File: config.mk
export PLATFORM = sky130hd
export DESIGN_NAME = xgmii_rx_mac
export DESIGN_NICKNAME = d
export VERILOG_FILES = /design/src/design/xgmii_rx_pkg.sv /design/src/design/xgmii_lane_decoder.sv /design/src/design/eth_rx_framer.sv /design/src/design/crc32_eth_x32.sv /design/src/design/xgmii_rx_mac.sv
export VERILOG_INCLUDE_DIRS = /design/src /design/src/design
export SDC_FILE = /design/constraint.sdc
export NUM_CORES = 1
export LEC_CHECK = 0
export BUFFER_PORTS_ARGS = -buffer_cell sky130_fd_sc_hd__buf_2
export CORE_UTILIZATION = 30
export DETAILED_ROUTE_END_ITERATION = 8
export PLACE_DENSITY_LB_ADDON = 0.08
export SLEW_MARGIN = 20
export SYNTH_ARGS = -nofsm -noshare
export SYNTH_HDL_FRONTEND = slang
export SYNTH_SLANG_ARGS = --single-unit
export TNS_END_PERCENT = 5
File: constraint.sdc
create_clock -name xgmii_rx_clk -period 9.38 [get_ports xgmii_rx_clk]
set_clock_uncertainty 0.15 [all_clocks]
set_input_delay 0.938 -clock xgmii_rx_clk [delete_from_list [all_inputs] [get_ports xgmii_rx_clk]]
set_output_delay 0.938 -clock xgmii_rx_clk [all_outputs]
set_load 0.05 [all_outputs]
File: src/design/xgmii_rx_cfg.svh
`ifndef XGMII_RX_CFG_SVH
`define XGMII_RX_CFG_SVH

////////////////////
// XGMII control characters

// Start of frame, only legal in lane 3
`define XGMII_CTL_START		8'hfb
// Terminate, may land in any lane
`define XGMII_CTL_END		8'hfd
`define XGMII_CTL_ERROR		8'hfe
`define XGMII_CTL_IDLE		8'h07

// Last three preamble bytes plus SFD, the one word after the start word
`define XGMII_PREAMBLE_SFD	32'h555555d5

////////////////////
// Bus widths

`define XGMII_LANES			4
// Byte count per word, 0 to 4
`define XGMII_BYTES_W		3

////////////////////
// CRC-32 constants

// Reflected form of 04c11db7
`define CRC32_POLY			32'hedb88320
`define CRC32_INIT			32'hffffffff

`endif

File: src/design/xgmii_rx_pkg.sv
`default_nettype none

`include "xgmii_rx_cfg.svh"

package xgmii_rx_pkg;

	////////////////////
	// XGMII data word

	// One 32-bit word off the XGMII receive bus
	// Seen either as a whole word or as four byte lanes
	// Lane 3 is bits 31:24 and carries the first byte on the wire
	typedef union packed {
		logic [31:0]					word;
		logic [`XGMII_LANES-1:0][7:0]	lane;
	} xgmii_word_u;

	////////////////////
	// Framer state

	// Idle waits for a start, preamble checks the SFD word, body streams data
	typedef enum logic [1:0] {
		RX_IDLE		= 2'd0,
		RX_PREAMBLE	= 2'd1,
		RX_BODY		= 2'd2
	} rx_state_t;

endpackage

`default_nettype wire

File: src/design/xgmii_lane_decoder.sv
`timescale 1ns/1ps
`default_nettype none

`include "xgmii_rx_cfg.svh"

module xgmii_lane_decoder (
	// Raw receive word and its control flags
	input wire [`XGMII_LANES-1:0]		xgmii_rx_ctl,
	input wire xgmii_rx_pkg::xgmii_word_u	xgmii_rx_data,

	// Per-lane terminate and error flags
	output logic [`XGMII_LANES-1:0]		lane_has_end,
	output logic [`XGMII_LANES-1:0]		lane_has_error,

	// Start character seen in lane 3
	output logic						has_start
);

	////////////////////
	// Control character decode

	always_comb begin
		// A lane only counts when its control flag is set
		// Data bytes of the same value are payload
		for (int i = 0; i < `XGMII_LANES; i++) begin
			lane_has_end[i] =
				xgmii_rx_ctl[i] && (xgmii_rx_data.lane[i] == `XGMII_CTL_END);
			lane_has_error[i] =
				xgmii_rx_ctl[i] && (xgmii_rx_data.lane[i] == `XGMII_CTL_ERROR);
		end

		// Start is aligned to the leftmost lane by the PCS
		// Anything in the other lanes is ignored
		has_start =
			xgmii_rx_ctl[`XGMII_LANES-1] &&
			(xgmii_rx_data.lane[`XGMII_LANES-1] == `XGMII_CTL_START);
	end

endmodule

`default_nettype wire

File: src/design/eth_rx_framer.sv
`timescale 1ns/1ps
`default_nettype none

`include "xgmii_rx_cfg.svh"

module eth_rx_framer (
	input wire								xgmii_rx_clk,
	input wire								reset,

	// Receive word, already split into lane flags by the decoder
	input wire								xgmii_rx_valid,
	input wire [`XGMII_LANES-1:0]			xgmii_rx_ctl,
	input wire xgmii_rx_pkg::xgmii_word_u	xgmii_rx_data,
	input wire [`XGMII_LANES-1:0]			lane_has_end,
	input wire [`XGMII_LANES-1:0]			lane_has_error,
	input wire								has_start,

	// Running CRC of the delivered bytes
	input wire [31:0]						crc_out,

	// Stream to the upper layer, also feeds the CRC engine
	output logic							rx_start,
	output logic							rx_data_valid,
	output logic [`XGMII_BYTES_W-1:0]		rx_bytes_valid,
	output logic [31:0]						rx_data,
	output logic							rx_commit,
	output logic							rx_drop,
	output logic							crc_ce
);

	xgmii_rx_pkg::rx_state_t	rx_state;

	// Held word is the preamble, not data
	logic			last_was_preamble;

	// FCS as received, lined up with the CRC engine latency
	logic [31:0]	crc_expected;
	logic [31:0]	crc_expected_ff;
	logic [31:0]	crc_expected_ff2;
	logic			fcs_pending_0;
	logic			fcs_pending_1;

	// Engine only advances on real words
	assign crc_ce = xgmii_rx_valid;

	////////////////////
	// Byte count and expected FCS

	always_comb begin
		rx_data_valid	= 1'b0;
		rx_bytes_valid	= 3'd0;
		crc_expected	= 32'h0;

		// Nothing goes out on a stall or on a corrupted word
		if ((rx_state == xgmii_rx_pkg::RX_BODY) && xgmii_rx_valid &&
			(lane_has_error == '0)) begin
			// Held word is all FCS
			if (lane_has_end[3]) begin
				crc_expected	= rx_data;
			end
			// FCS straddles the held word and the current one
			else if (lane_has_end[2]) begin
				rx_data_valid	= 1'b1;
				rx_bytes_valid	= 3'd1;
				crc_expected	= {rx_data[23:0], xgmii_rx_data.word[31:24]};
			end
			else if (lane_has_end[1]) begin
				rx_data_valid	= 1'b1;
				rx_bytes_valid	= 3'd2;
				crc_expected	= {rx_data[15:0], xgmii_rx_data.word[31:16]};
			end
			else if (lane_has_end[0]) begin
				rx_data_valid	= 1'b1;
				rx_bytes_valid	= 3'd3;
				crc_expected	= {rx_data[7:0], xgmii_rx_data.word[31:8]};
			end
			// No end yet, so the held word is data
			// Current word may still turn out to be FCS
			else if (!last_was_preamble) begin
				rx_data_valid	= 1'b1;
				rx_bytes_valid	= 3'd4;
			end
		end
	end

	////////////////////
	// Word and FCS pipeline

	always_ff @(posedge xgmii_rx_clk) begin
		if (xgmii_rx_valid) begin
			rx_data				<= xgmii_rx_data.word;
			crc_expected_ff		<= crc_expected;
			crc_expected_ff2	<= crc_expected_ff;
		end
	end

	////////////////////
	// Frame state machine

	always_ff @(posedge xgmii_rx_clk) begin
		if (reset) begin
			rx_state			<= xgmii_rx_pkg::RX_IDLE;
			rx_start			<= 1'b0;
			rx_commit			<= 1'b0;
			rx_drop				<= 1'b0;
			last_was_preamble	<= 1'b0;
			fcs_pending_0		<= 1'b0;
			fcs_pending_1		<= 1'b0;
		end else begin
			rx_start	<= 1'b0;
			rx_commit	<= 1'b0;
			rx_drop		<= 1'b0;

			// CRC has taken in the last word, check it on this edge
			// May overlap the preamble of the next frame
			if (fcs_pending_1) begin
				fcs_pending_1	<= 1'b0;
				if (crc_expected_ff2 == crc_out)
					rx_commit	<= 1'b1;
				else
					rx_drop		<= 1'b1;
			end

			if (xgmii_rx_valid) begin
				last_was_preamble	<= 1'b0;
				fcs_pending_0		<= 1'b0;
				fcs_pending_1		<= fcs_pending_0;

				case (rx_state)
					xgmii_rx_pkg::RX_IDLE: begin
						// Idles and stray errors between frames are ignored
						if (has_start)
							rx_state	<= xgmii_rx_pkg::RX_PREAMBLE;
					end

					xgmii_rx_pkg::RX_PREAMBLE: begin
						// Exactly one word of 55 55 55 d5, all data
						// Anything else abandons the frame silently
						if ((xgmii_rx_ctl == '0) &&
							(xgmii_rx_data.word == `XGMII_PREAMBLE_SFD)) begin
							rx_state			<= xgmii_rx_pkg::RX_BODY;
							rx_start			<= 1'b1;
							last_was_preamble	<= 1'b1;
						end else begin
							rx_state			<= xgmii_rx_pkg::RX_IDLE;
						end
					end

					xgmii_rx_pkg::RX_BODY: begin
						// Terminate in any lane closes the frame
						if (lane_has_end != '0) begin
							fcs_pending_0	<= 1'b1;
							rx_state		<= xgmii_rx_pkg::RX_IDLE;
						end
					end

					default: begin
						rx_state	<= xgmii_rx_pkg::RX_IDLE;
					end
				endcase

				// Error inside a frame wins over everything
				// Kills any FCS check still in flight
				if ((lane_has_error != '0) && (rx_state != xgmii_rx_pkg::RX_IDLE)) begin
					rx_state		<= xgmii_rx_pkg::RX_IDLE;
					rx_commit		<= 1'b0;
					rx_drop			<= 1'b1;
					fcs_pending_0	<= 1'b0;
					fcs_pending_1	<= 1'b0;
				end
			end
		end
	end

endmodule

`default_nettype wire

File: src/design/crc32_eth_x32.sv
`timescale 1ns/1ps
`default_nettype none

`include "xgmii_rx_cfg.svh"

module crc32_eth_x32 (
	input wire							xgmii_rx_clk,
	input wire							crc_ce,
	input wire							crc_clear,

	// Leading crc_bytes bytes of crc_data are hashed, lane 3 first
	input wire [`XGMII_BYTES_W-1:0]		crc_bytes,
	input wire [31:0]					crc_data,

	// Complemented and byte-swapped, compares with the FCS as received
	output logic [31:0]					crc_out
);

	// Input stage
	logic [`XGMII_BYTES_W-1:0]	bytes_ff;
	logic [31:0]				data_ff;

	// Running reflected CRC
	logic [31:0]				crc_state;
	logic [31:0]				crc_next;

	// One byte into the reflected LFSR, LSB first
	function automatic logic [31:0] crc_byte(input logic [31:0] crc, input logic [7:0] din);
		logic [31:0] c;
		c = crc ^ {24'h0, din};
		for (int b = 0; b < 8; b++) begin
			c = c[0] ? ((c >> 1) ^ `CRC32_POLY) : (c >> 1);
		end
		return c;
	endfunction

	////////////////////
	// Fold 0 to 4 bytes

	always_comb begin
		crc_next = crc_state;
		// First wire byte sits in the top lane
		for (int k = 0; k < `XGMII_LANES; k++) begin
			if (k < int'(bytes_ff))
				crc_next = crc_byte(crc_next, data_ff[8*(`XGMII_LANES-1-k) +: 8]);
		end
	end

	////////////////////
	// Two register stages

	always_ff @(posedge xgmii_rx_clk) begin
		// Reseed works even while the bus stalls
		if (crc_clear) begin
			crc_state	<= `CRC32_INIT;
			bytes_ff	<= '0;
		end else if (crc_ce) begin
			bytes_ff	<= crc_bytes;
			data_ff		<= crc_data;
			crc_state	<= crc_next;
		end
	end

	// FCS goes out low byte first, inverted
	assign crc_out = ~{crc_state[7:0], crc_state[15:8], crc_state[23:16], crc_state[31:24]};

endmodule

`default_nettype wire

File: src/design/xgmii_rx_mac.sv
`timescale 1ns/1ps
`default_nettype none

`include "xgmii_rx_cfg.svh"

module xgmii_rx_mac (
	input wire								xgmii_rx_clk,
	input wire								reset,

	// XGMII receive side
	input wire								xgmii_rx_valid,
	input wire [`XGMII_LANES-1:0]			xgmii_rx_ctl,
	input wire xgmii_rx_pkg::xgmii_word_u	xgmii_rx_data,

	// Upper layer stream, act on data only after rx_commit
	output wire								rx_start,
	output wire								rx_data_valid,
	output wire [`XGMII_BYTES_W-1:0]		rx_bytes_valid,
	output wire [31:0]						rx_data,
	output wire								rx_commit,
	output wire								rx_drop
);

	wire [`XGMII_LANES-1:0]	lane_has_end;
	wire [`XGMII_LANES-1:0]	lane_has_error;
	wire					has_start;
	wire [31:0]				crc_out;
	wire					crc_ce;

	////////////////////
	// Lane decode

	xgmii_lane_decoder u_decoder (
		.xgmii_rx_ctl	(xgmii_rx_ctl),
		.xgmii_rx_data	(xgmii_rx_data),
		.lane_has_end	(lane_has_end),
		.lane_has_error	(lane_has_error),
		.has_start		(has_start)
	);

	////////////////////
	// Framing and FCS check

	eth_rx_framer u_framer (
		.xgmii_rx_clk	(xgmii_rx_clk),
		.reset			(reset),
		.xgmii_rx_valid	(xgmii_rx_valid),
		.xgmii_rx_ctl	(xgmii_rx_ctl),
		.xgmii_rx_data	(xgmii_rx_data),
		.lane_has_end	(lane_has_end),
		.lane_has_error	(lane_has_error),
		.has_start		(has_start),
		.crc_out		(crc_out),
		.rx_start		(rx_start),
		.rx_data_valid	(rx_data_valid),
		.rx_bytes_valid	(rx_bytes_valid),
		.rx_data		(rx_data),
		.rx_commit		(rx_commit),
		.rx_drop		(rx_drop),
		.crc_ce			(crc_ce)
	);

	// CRC hashes exactly what goes upward, reseeded by each rx_start
	crc32_eth_x32 u_crc (
		.xgmii_rx_clk	(xgmii_rx_clk),
		.crc_ce			(crc_ce),
		.crc_clear		(rx_start),
		.crc_bytes		(rx_bytes_valid),
		.crc_data		(rx_data),
		.crc_out		(crc_out)
	);

endmodule

`default_nettype wire

==> impl_metrics.ini, run 1 <==
[synth]
async_reset_ff_frac = 0
synth_ff_type = edfxtp_1
ys_seq_area_frac = 0.375
ys_ff_latch = 171
ys_warn_count = 0
synth_cells = 1225
synth_area_um2 = 12500
synth.distinct_cells = 75
syn_area_per_cell_um2 = 10.2
synth-edff-count = 128
syn_nets = 1264

[clock_network]
cts_tree = done
cts_buffers = 17
root_buffer = clkbuf_16
clk-insertion-delay-late_ns = 0.44
ctsResizeCount = 0
cts.sinks = 171
clockBufferDepth = 2
htree_levels = 4
post_cts_buffers = 0
clkSlewWorstSetupHoldPaths_ns = 0.07
cts_hold_buf = 0

[timing]
hold_viol = 0
setup_viol = 0
tightestPinTransition_ns = 1.06
fin_crit_ns = 6.61
finalCritPeriodShare = 0.705
rsz0062_at_grt = false
slew_headroom = 0.272
setup_tns_ns = 0
fmax_mhz = 151
slew_violations = 0

[floorplan]
die_y_um = 206
pin_count = 78
num_rows = 74
start_util = 0.306
dieWidth_um = 206
core_um2 = 41000
dieArea_um2 = 42600

[route]
drc_errors = 0
drtPass1Iterations = 5
viasPerCell = 5.20
vias = 9380
detail_route.wl_per_cell_um = 24.8
totalWireLength_um = 44800
drt_iter0_markers = 699
detail-route-antenna-nets = 0

[setup_path]
end_kind = flop
r2r_cells = 14
worstPathCellList = xnor3_1 > xnor3_1 > mux2i_1 > and2_1 > xnor3_1 > a21boi_0 > or4_1 > xnor3_1 > mux2i_4 > xnor3_2 > xnor3_2 > xnor3_1 > nand2b_1 > a221o_1
reg2reg_from = u_crc.crc_state[5]
timing.rr.end = u_crc.crc_state[26]
cpPeakStageDelay_ns = 0.89
regToRegSetupSlack_ns = 2.77
critical_path_class = reg -> reg
cp_max_fo = 17
crit_path_top_delay_cell = or4_1
critPathMostFrequentCell = xnor3_1
crit_path_end = u_crc.crc_state[26]
crit_arrival_ns = 6.79
crit_start = u_crc.crc_state[5]
cp.required_ns = 9.56
startpoint_type = flop

[global_route]
grt_max_degree = 69
antenna_found_initial = 0
grt_pass1_vias = 9008
grt_first_pass_wirelength_um = 65300
grt_usage = 0.216
grt_overflow = 0

[worst_hold_path]
worstHoldPathType = reg -> reg
hold_depth = 0
min_from = u_framer.crc_expected_ff[30]

[place]
io_buffers = 77
place_hpwl_um = 34500
dp_cells = 1772
place_congestion = 0.890

[final_layout]
antenna_cells = 0
area_delta_synth_final_pct = 11.6
final_cells = 1805
drive_above_1_share = 0.145
layout.nets = 1299
fillers = 4188

[power_and_ir_drop]
p_total_mw = 2.88
p_per_area_nw_per_um2 = 206
p_leak_nw = 5.13
vdd_drop_max_mv = 0.109

[run]
drv_cap = 0

[outcome]
status = completed
synth_stat cells, types with 9 or more instances:
library cell,n,area [um^2]
o21ai_0,42,210
clkbuf_1,51,191
inv_1,9,33.8
nor4_1,12,75.1
a211oi_1,13,97.6
dfxtp_1,43,861
o21bai_1,11,82.6
a221oi_1,18,158
xnor2_1,153,1340
xnor3_1,41,923
a21oi_1,129,646
buf_2,11,55.1
nor3_1,36,180
mux2i_1,30,300
o211ai_1,9,67.6
xor2_1,77,674
nand4_1,14,87.6
edfxtp_1,128,3840
xnor2_2,10,163
nand3_1,30,150
nand2_1,64,240
nor2_1,143,537
placed cells by master (no fill, tap or decap), types with 5 or more instances in the layout:
cell,count
xnor3_2,5
nor2_1,141
mux2i_1,30
o21bai_1,11
buf_4,20
inv_1,9
nand3_1,30
buf_2,76
xor2_2,7
dfxtp_1,43
or3_1,8
inv_6,5
a211oi_1,13
nor4_1,11
xor2_1,77
edfxtp_1,128
a21o_1,8
a221oi_1,18
nand2_1,64
clkbuf_16,17
nand4_1,14
xnor2_4,7
nor3_1,33
xnor2_2,10
xnor3_1,41
o21ai_0,42
nor3b_1,5
a21oi_1,128
xnor2_1,153
o211ai_1,9
and2_1,8
flip-flops by register name (all words and copies together), names as in the netlist, 2 cells and up:
register	count
u_framer.crc_expected_ff	32
u_framer.rx_state	2
u_framer.crc_expected_ff2	32
u_crc.bytes_ff	3
u_framer.rx_data	32
u_crc.data_ff	32
u_crc.crc_state	32
layer usage:
metal | vias to the layer above | track usage | routed length [um]
li1 | 4470 | - | -
met1 | 4653 | 0.313 | 21800
met2 | 221 | 0.344 | 20900
met3 | 36 | 0.0173 | 1270
met4 | 0 | 0.0559 | 860
met5 | - | 0 | 0
power breakdown:
| part | internal (mW) | total, mW | switching (mW) |
|---|---|---|---|
| clock network | 0.399 | 0.718 | 0.319 |
| logic | 0.573 | 1.20 | 0.631 |
| registers | 0.865 | 0.958 | 0.0928 |
| total | 1.84 | 2.88 | 1.04 |
cell type report:
| class | count | area [um^2] | share of cell area |
|---|---|---|---|
| Clock inverter | 14 | 159 | 0.0114 |
| Timing Repair Buffer | 97 | 551 | 0.0393 |
| Inverter | 9 | 33.8 | 0.00241 |
| Multi-Input combinational cell | 964 | 7450 | 0.533 |
| Tap cell | 532 | 666 | 0.0476 |
| Sequential cell | 171 | 4700 | 0.336 |
| Clock buffer | 18 | 429 | 0.0307 |
cells by family (layout without fill, tap and decap cells):
| logic type | Yosys count | after routing | synth area share |
|---|---|---|---|
| buffers and inverters | 90 | 138 | 0.0335 |
| flip-flops | 171 | 171 | 0.375 |
| AND/OR/NAND/NOR | 352 | 352 | 0.136 |
| AO/OA/AOI/OAI | 272 | 272 | 0.137 |
| XOR/XNOR | 304 | 304 | 0.289 |
| multiplexers | 36 | 36 | 0.0304 |
critical path: cells and delay by family (launching register included):
kind | cells | cell delay (ns)
compound gates | 2 | 0.44
xor+xnor | 7 | 3.12
mux | 2 | 0.49
flops | 1 | 0.76
simple gates | 3 | 1.52
worst min path at each step:
stage	endpoint	slack, ns
5_1_grt	u_framer.crc_expected_ff2[21]	0.28
4_1_cts	u_framer.crc_expected_ff2[9]	0.27
3_3_place_gp	u_framer.crc_expected_ff2[23]	0.25
2_1_floorplan	u_framer.crc_expected_ff2[0]	0.25
3_5_place_dp	u_framer.crc_expected_ff2[17]	0.25
6_report	u_framer.crc_expected_ff2[30]	0.27
through the flow:
stage               hold slack, ns  utilization  setup slack [ns]  instance area [um^2]
detailed placement           0.255        0.326              2.76                 13400
global route                 0.278        0.341              2.46                 14000
finish                       0.267        0.341              2.77                 14000
CTS                          0.271        0.341              2.74                 14000
floorplan                    0.250            -              3.98                 12500
global placement             0.252        0.326              2.82                 13400
Power figures use the tool's default switching activity.
==> run 2, diff against run 1 <==
==> constraint.sdc (replaced) <==
create_clock -name xgmii_rx_clk -period 5.4 [get_ports xgmii_rx_clk]
set_clock_uncertainty 0.15 [all_clocks]
set_input_delay 0.54 -clock xgmii_rx_clk [delete_from_list [all_inputs] [get_ports xgmii_rx_clk]]
set_output_delay 0.54 -clock xgmii_rx_clk [all_outputs]
set_load 0.05 [all_outputs]
==> run 2 against run 1 <==
Against the previous run:
- the run now ends with negative setup slack left
- critical path type unchanged
- highest routed layer unchanged
- final cell count increased by 7.1%
- critical path depth up 4
- critical endpoint is now u_crc.crc_state[5]
- largest power group unchanged
- largest cell class unchanged
- total power is 82% higher
- worst setup slack got worse by 2.8 ns
==> impl_metrics.ini, run 2 (same netlist as run 1, synthesis figures left out) <==
[timing]
finalCritPeriodShare = 1.00
setup_viol = 1
hold_viol = 0
fmax_mhz = 185
tightestPinTransition_ns = 0.840
rsz0062_at_grt = true
setup_slack_ns = -0.00499
fin_crit_ns = 5.40
slew_violations = 0
hold_slack_ns = 0.143
slew_headroom = 0.436

[global_route]
grt_usage = 0.226
grt_pass1_vias = 9494
grt_max_degree = 68
grt_overflow = 0
antenna_found_initial = 0
grt_first_pass_wirelength_um = 68000

[setup_path]
r2r_cells = 18
end_kind = flop
crit_path_top_delay_cell = or4_4
crit_path_end = u_crc.crc_state[5]
cpPeakStageDelay_ns = 0.56
critical_path_class = reg -> reg
critPathMostFrequentCell = buf_4
cp_max_fo = 6
timing.rr.end = u_crc.crc_state[5]
reg2reg_from = u_crc.data_ff[24]
cp.required_ns = 5.58
worstPathCellList = xnor2_4 > buf_4 > xnor3_1 > xor2_1 > o211a_1 > or3_1 > nand3_1 > a21boi_0 > or4_4 > xnor3_1 > mux2i_4 > xnor3_2 > xnor3_2 > buf_4 > xnor2_1 > o211ai_1 > buf_4 > nand2_1
crit_arrival_ns = 5.59
startpoint_type = flop
regToRegSetupSlack_ns = -0.005
crit_start = u_crc.data_ff[24]

[route]
viasPerCell = 5.12
drt_iter0_markers = 727
detail-route-antenna-nets = 0
vias = 9911
drc_errors = 0
drtPass1Iterations = 5
totalWireLength_um = 47300
detail_route.wl_per_cell_um = 24.5

[power_and_ir_drop]
vdd_drop_max_mv = 0.217
swShare = 0.362
p_clk_frac = 0.229
p_per_area_nw_per_um2 = 348
p_leak_nw = 5.78
p_total_mw = 5.24
p_switching_mw = 1.89
p_seq_frac = 0.310
intPower_mw = 3.34
pwr-share-comb = 0.460

[worst_hold_path]
worstHoldPathType = in -> reg

[place]
dp_slack_ns = -0.298
dp_cells = 1897
place_congestion = 0.914
io_buffers = 77
place_hpwl_um = 37200

[floorplan]
core_um2 = 41000
dieArea_um2 = 42600
start_util = 0.306
pin_count = 78
dieWidth_um = 206
die_y_um = 206
num_rows = 74

[clock_network]
clk-insertion-delay-late_ns = 0.44
cts_buffers = 17
clockBufferDepth = 2
cts.sinks = 171
root_buffer = clkbuf_16
cts_tree = done
htree_levels = 4
cts_hold_buf = 0
clkSlewWorstSetupHoldPaths_ns = 0.07

[run]
drv_cap = 0

[outcome]
status = complete, but fails checks
violations = negative setup slack

[final_layout]
final_cells = 1934
final_cell_mix = xnor2_1, buf_4, nor2_1
layout.nets = 1428
antenna_cells = 0
area_delta_synth_final_pct = 19.8
drive_above_1_share = 0.229
final_common_cell = xnor2_1
run 2: cell count changes in the layout (fill, tap and decap cells not counted), moves of 2 or more:
cell        change
buf_4         +126
bufinv_16       -2
clkinv_4        -2
clkinvlp_4      +2
xnor2_4         +2
run 2: critical path, delay by kind of cell (launching register included):
family | cells | cell delay, ns
compound gates | 3 | 0.73
xor+xnor | 7 | 2.11
buf+inv | 3 | 0.52
flops | 1 | 0.48
mux | 1 | 0.19
simple gates | 4 | 1.10
run 2: how the worst min path moves through the flow:
stage               depth (start not counted)  slack [ns]                            to                   startpoint
floorplan                                   0        0.25  u_framer.crc_expected_ff2[0]  u_framer.crc_expected_ff[0]
global placement                            0        0.25  u_framer.crc_expected_ff2[5]  u_framer.crc_expected_ff[5]
detailed placement                          0        0.25  u_framer.crc_expected_ff2[7]  u_framer.crc_expected_ff[7]
CTS                                         1        0.12           u_framer.rx_data[7]             xgmii_rx_data[7]
global route                                1        0.12           u_framer.rx_data[7]             xgmii_rx_data[7]
finish                                      1        0.14           u_framer.rx_data[7]             xgmii_rx_data[7]
run 2: per-stage QoR:
step / setup TNS, ns / area, um^2 / util
floorplan: 0 / 12500 / -
global placement: -0.447 / 14300 / 0.350
detailed placement: -0.581 / 14400 / 0.350
CTS: 0 / 15000 / 0.365
global route: -0.683 / 15000 / 0.367
finish: -0.00499 / 15000 / 0.367
run 2: what timing repair did:
item | in CTS | in global routing
buffers inserted | 1 | 4
hold endpoints to repair | 0 | 0
setup endpoints to repair | 7 | 11
pin swaps | 3 | 5
gates resized for setup | 6 | 4
run 2: layer usage:
metal	up-vias	share of wire	wire length, um	global-route usage
met5	-	0	0	0
met4	0	0.028	1330	0.0756
met3	45	0.036	1710	0.0230
met2	306	0.46	21800	0.360
met1	4840	0.47	22400	0.319
li1	4720	-	-	-
run 2: area by class of cell:
class                           instances  area (um^2)
Fill cell                            4151        26000
Multi-Input combinational cell        964         7510
Sequential cell                       171         4710
Timing Repair Buffer                  226         1560
Tap cell                              532          666
Clock buffer                           18          439
Clock inverter                         14          129
Inverter                                9         33.8
run 2: power by group through the flow:
stage	combinational [mW]	clock (mW)	sequential [mW]
after global routing	2.57	1.28	1.63
after detailed placement	2.37	0	1.65
after global placement	2.39	0	1.66
after floorplan	1.61	0	1.66
final	2.41	1.20	1.62
after CTS	2.39	1.23	1.62
==> run 3, diff against run 2 <==
--- a/config.mk
+++ b/config.mk
@@ -8,8 +8,10 @@
 export LEC_CHECK = 0
 export BUFFER_PORTS_ARGS = -buffer_cell sky130_fd_sc_hd__buf_2
 export CORE_UTILIZATION = 30
+export CTS_BUF_LIST = sky130_fd_sc_hd__clkbuf_4
 export DETAILED_ROUTE_END_ITERATION = 8
 export PLACE_DENSITY_LB_ADDON = 0.08
+export SKIP_CTS_REPAIR_TIMING = 1
 export SLEW_MARGIN = 20
 export SYNTH_ARGS = -nofsm -noshare
 export SYNTH_HDL_FRONTEND = slang
==> run 3 against run 2 <==
Against the previous run:
- the flow now finishes without violations
- wire length grew 0.37%
- worst setup slack improved by 0.018 ns
- clock-buffer cell count decreased by 1
- combinational power increased by 2%
- die area did not move
- design area increased by 0.12%
- global-route usage is 0.11 points lower
- clock power decreased by 40%
- hold slack got worse by 0.078 ns
- sequential share of layout area about the same
- total power down 8.1%
- maximum frequency up 0.34%
==> impl_metrics.ini, run 3 (same netlist as run 1, synthesis figures left out) <==
[timing]
slew_violations = 0
tightestPinTransition_ns = 0.848
slew_headroom = 0.433
fmax_mhz = 186
setup_viol = 0
rsz0062_at_grt = true
fin_crit_ns = 5.39
hold_viol = 0
finalCritPeriodShare = 0.998
setup_slack_ns = 0.0134

[floorplan]
die_y_um = 206
num_rows = 74
start_util = 0.306
dieArea_um2 = 42600
pin_count = 78
dieWidth_um = 206
core_um2 = 41000

[power_and_ir_drop]
p_seq_frac = 0.337
intPower_mw = 2.96
vdd_drop_max_mv = 0.148
p_leak_nw = 5.78
swShare = 0.385
p_switching_mw = 1.86
p_per_area_nw_per_um2 = 320
p_clk_frac = 0.150
pwr-share-comb = 0.513

[route]
drtPass1Iterations = 5
viasPerCell = 5.11
drc_errors = 0
drt_iter0_markers = 711
detail-route-antenna-nets = 0
totalWireLength_um = 47500
detail_route.wl_per_cell_um = 24.2
vias = 10000

[global_route]
grt_pass1_vias = 9463
grt_max_degree = 68
grt_first_pass_wirelength_um = 67700
grt_usage = 0.225
grt_overflow = 0
antenna_found_initial = 1

[setup_path]
cp.required_ns = 5.74
path_delay_family = XOR/XNOR gates
cp_max_fo = 5
regToRegSetupSlack_ns = 0.01
crit_path_top_delay_cell = dfxtp_1
end_kind = flop
worstPathCellList = xnor3_1 > xnor3_1 > mux2i_2 > and2_2 > buf_4 > buf_4 > xnor2_1 > xnor3_1 > mux2i_4 > xnor2_1 > xnor3_1 > mux2i_4 > xnor3_2 > xnor3_2 > buf_4 > xnor2_1 > o211ai_1 > buf_4 > nand2_1
critPathBufInv = 4
cpPeakStageDelay_ns = 0.50
startpoint_type = flop
critical_path_class = reg -> reg
crit_arrival_ns = 5.73

[final_layout]
final_cells = 1963
final_core_util = 0.367
drive_above_1_share = 0.234
final_common_cell = buf_4
fillers = 4181
final_area_um2 = 15100
final_cell_mix = buf_4, xnor2_1, nor2_1
layout.nets = 1456
area_delta_synth_final_pct = 20.0

[place]
dp_slack_ns = -0.298
io_buffers = 77
dp_cells = 1897
placed_cell_area_um2 = 14400
place_hpwl_um = 37200
place_congestion = 0.914

[run]
drv_cap = 0

[clock_network]
htree_levels = 4
cts.sinks = 171
cts_buffers = 17
clk-insertion-delay-late_ns = 0.59
clockBufferDepth = 2
clkSlewWorstSetupHoldPaths_ns = 0.16
cts_tree = done
root_buffer = clkbuf_4

[worst_hold_path]
worstHoldPathType = in -> reg

[outcome]
status = completed
[run 3: cell count changes in the layout (fill, tap and decap cells not counted), moves of 3 or more]
cell,previous run,this run
clkbuf_16,17,0
mux2i_1,29,26
dlygate4sd3_1,0,21
clkbuf_4,0,17
buf_4,146,152
[run 3: final cells by class]
type                    instances  area, um^2  area share
multi-input cells             964        7550       0.501
inverters                       9        33.8     0.00224
clock inverters                15         133     0.00881
diodes                          1        2.50    0.000166
well taps                     532         666      0.0442
clock buffers                  17         128     0.00848
repair buffers                254        1830       0.122
flip-flops and latches        171        4710       0.313
[run 3: final timing paths]
kind / from / end / cells after the start
setup / recovery: u_crc.crc_state[11] / u_crc.crc_state[5] / 19
hold / removal: xgmii_rx_data[30] / u_framer.rx_data[30] / 1
setup reg to reg: u_crc.crc_state[11] / u_crc.crc_state[5] / 19
hold reg to reg: u_framer.crc_expected_ff[8] / u_framer.crc_expected_ff2[8] / 0
[run 3: stage by stage]
step / setup TNS, ns / power, mW / hold WS (ns)
global placement: -0.447 / 4.04 / 0.252
detailed placement: -0.581 / 4.03 / 0.255
floorplan: 0 / 3.27 / 0.250
CTS: -0.703 / 4.77 / -0.0786
finish: 0 / 4.82 / 0.0642
global route: -0.321 / 5.05 / 0.00113
[run 3: power by group through the flow]
stage | registers, mW | clock network (mW) | logic (mW)
detailed placement | 1.65 | 0 | 2.37
finish | 1.62 | 0.720 | 2.47
global route | 1.63 | 0.796 | 2.63
global placement | 1.66 | 0 | 2.39
floorplan | 1.66 | 0 | 1.61
CTS | 1.62 | 0.756 | 2.39
[run 3: per-layer routing]
| layer | up-vias | track usage | wire (um) |
|---|---|---|---|
| met5 | - | 0 | 0 |
| met3 | 46 | 0.0237 | 1710 |
| met1 | 4915 | 0.317 | 22500 |
| li1 | 4781 | - | - |
| met4 | 0 | 0.0775 | 1430 |
| met2 | 298 | 0.358 | 21900 |
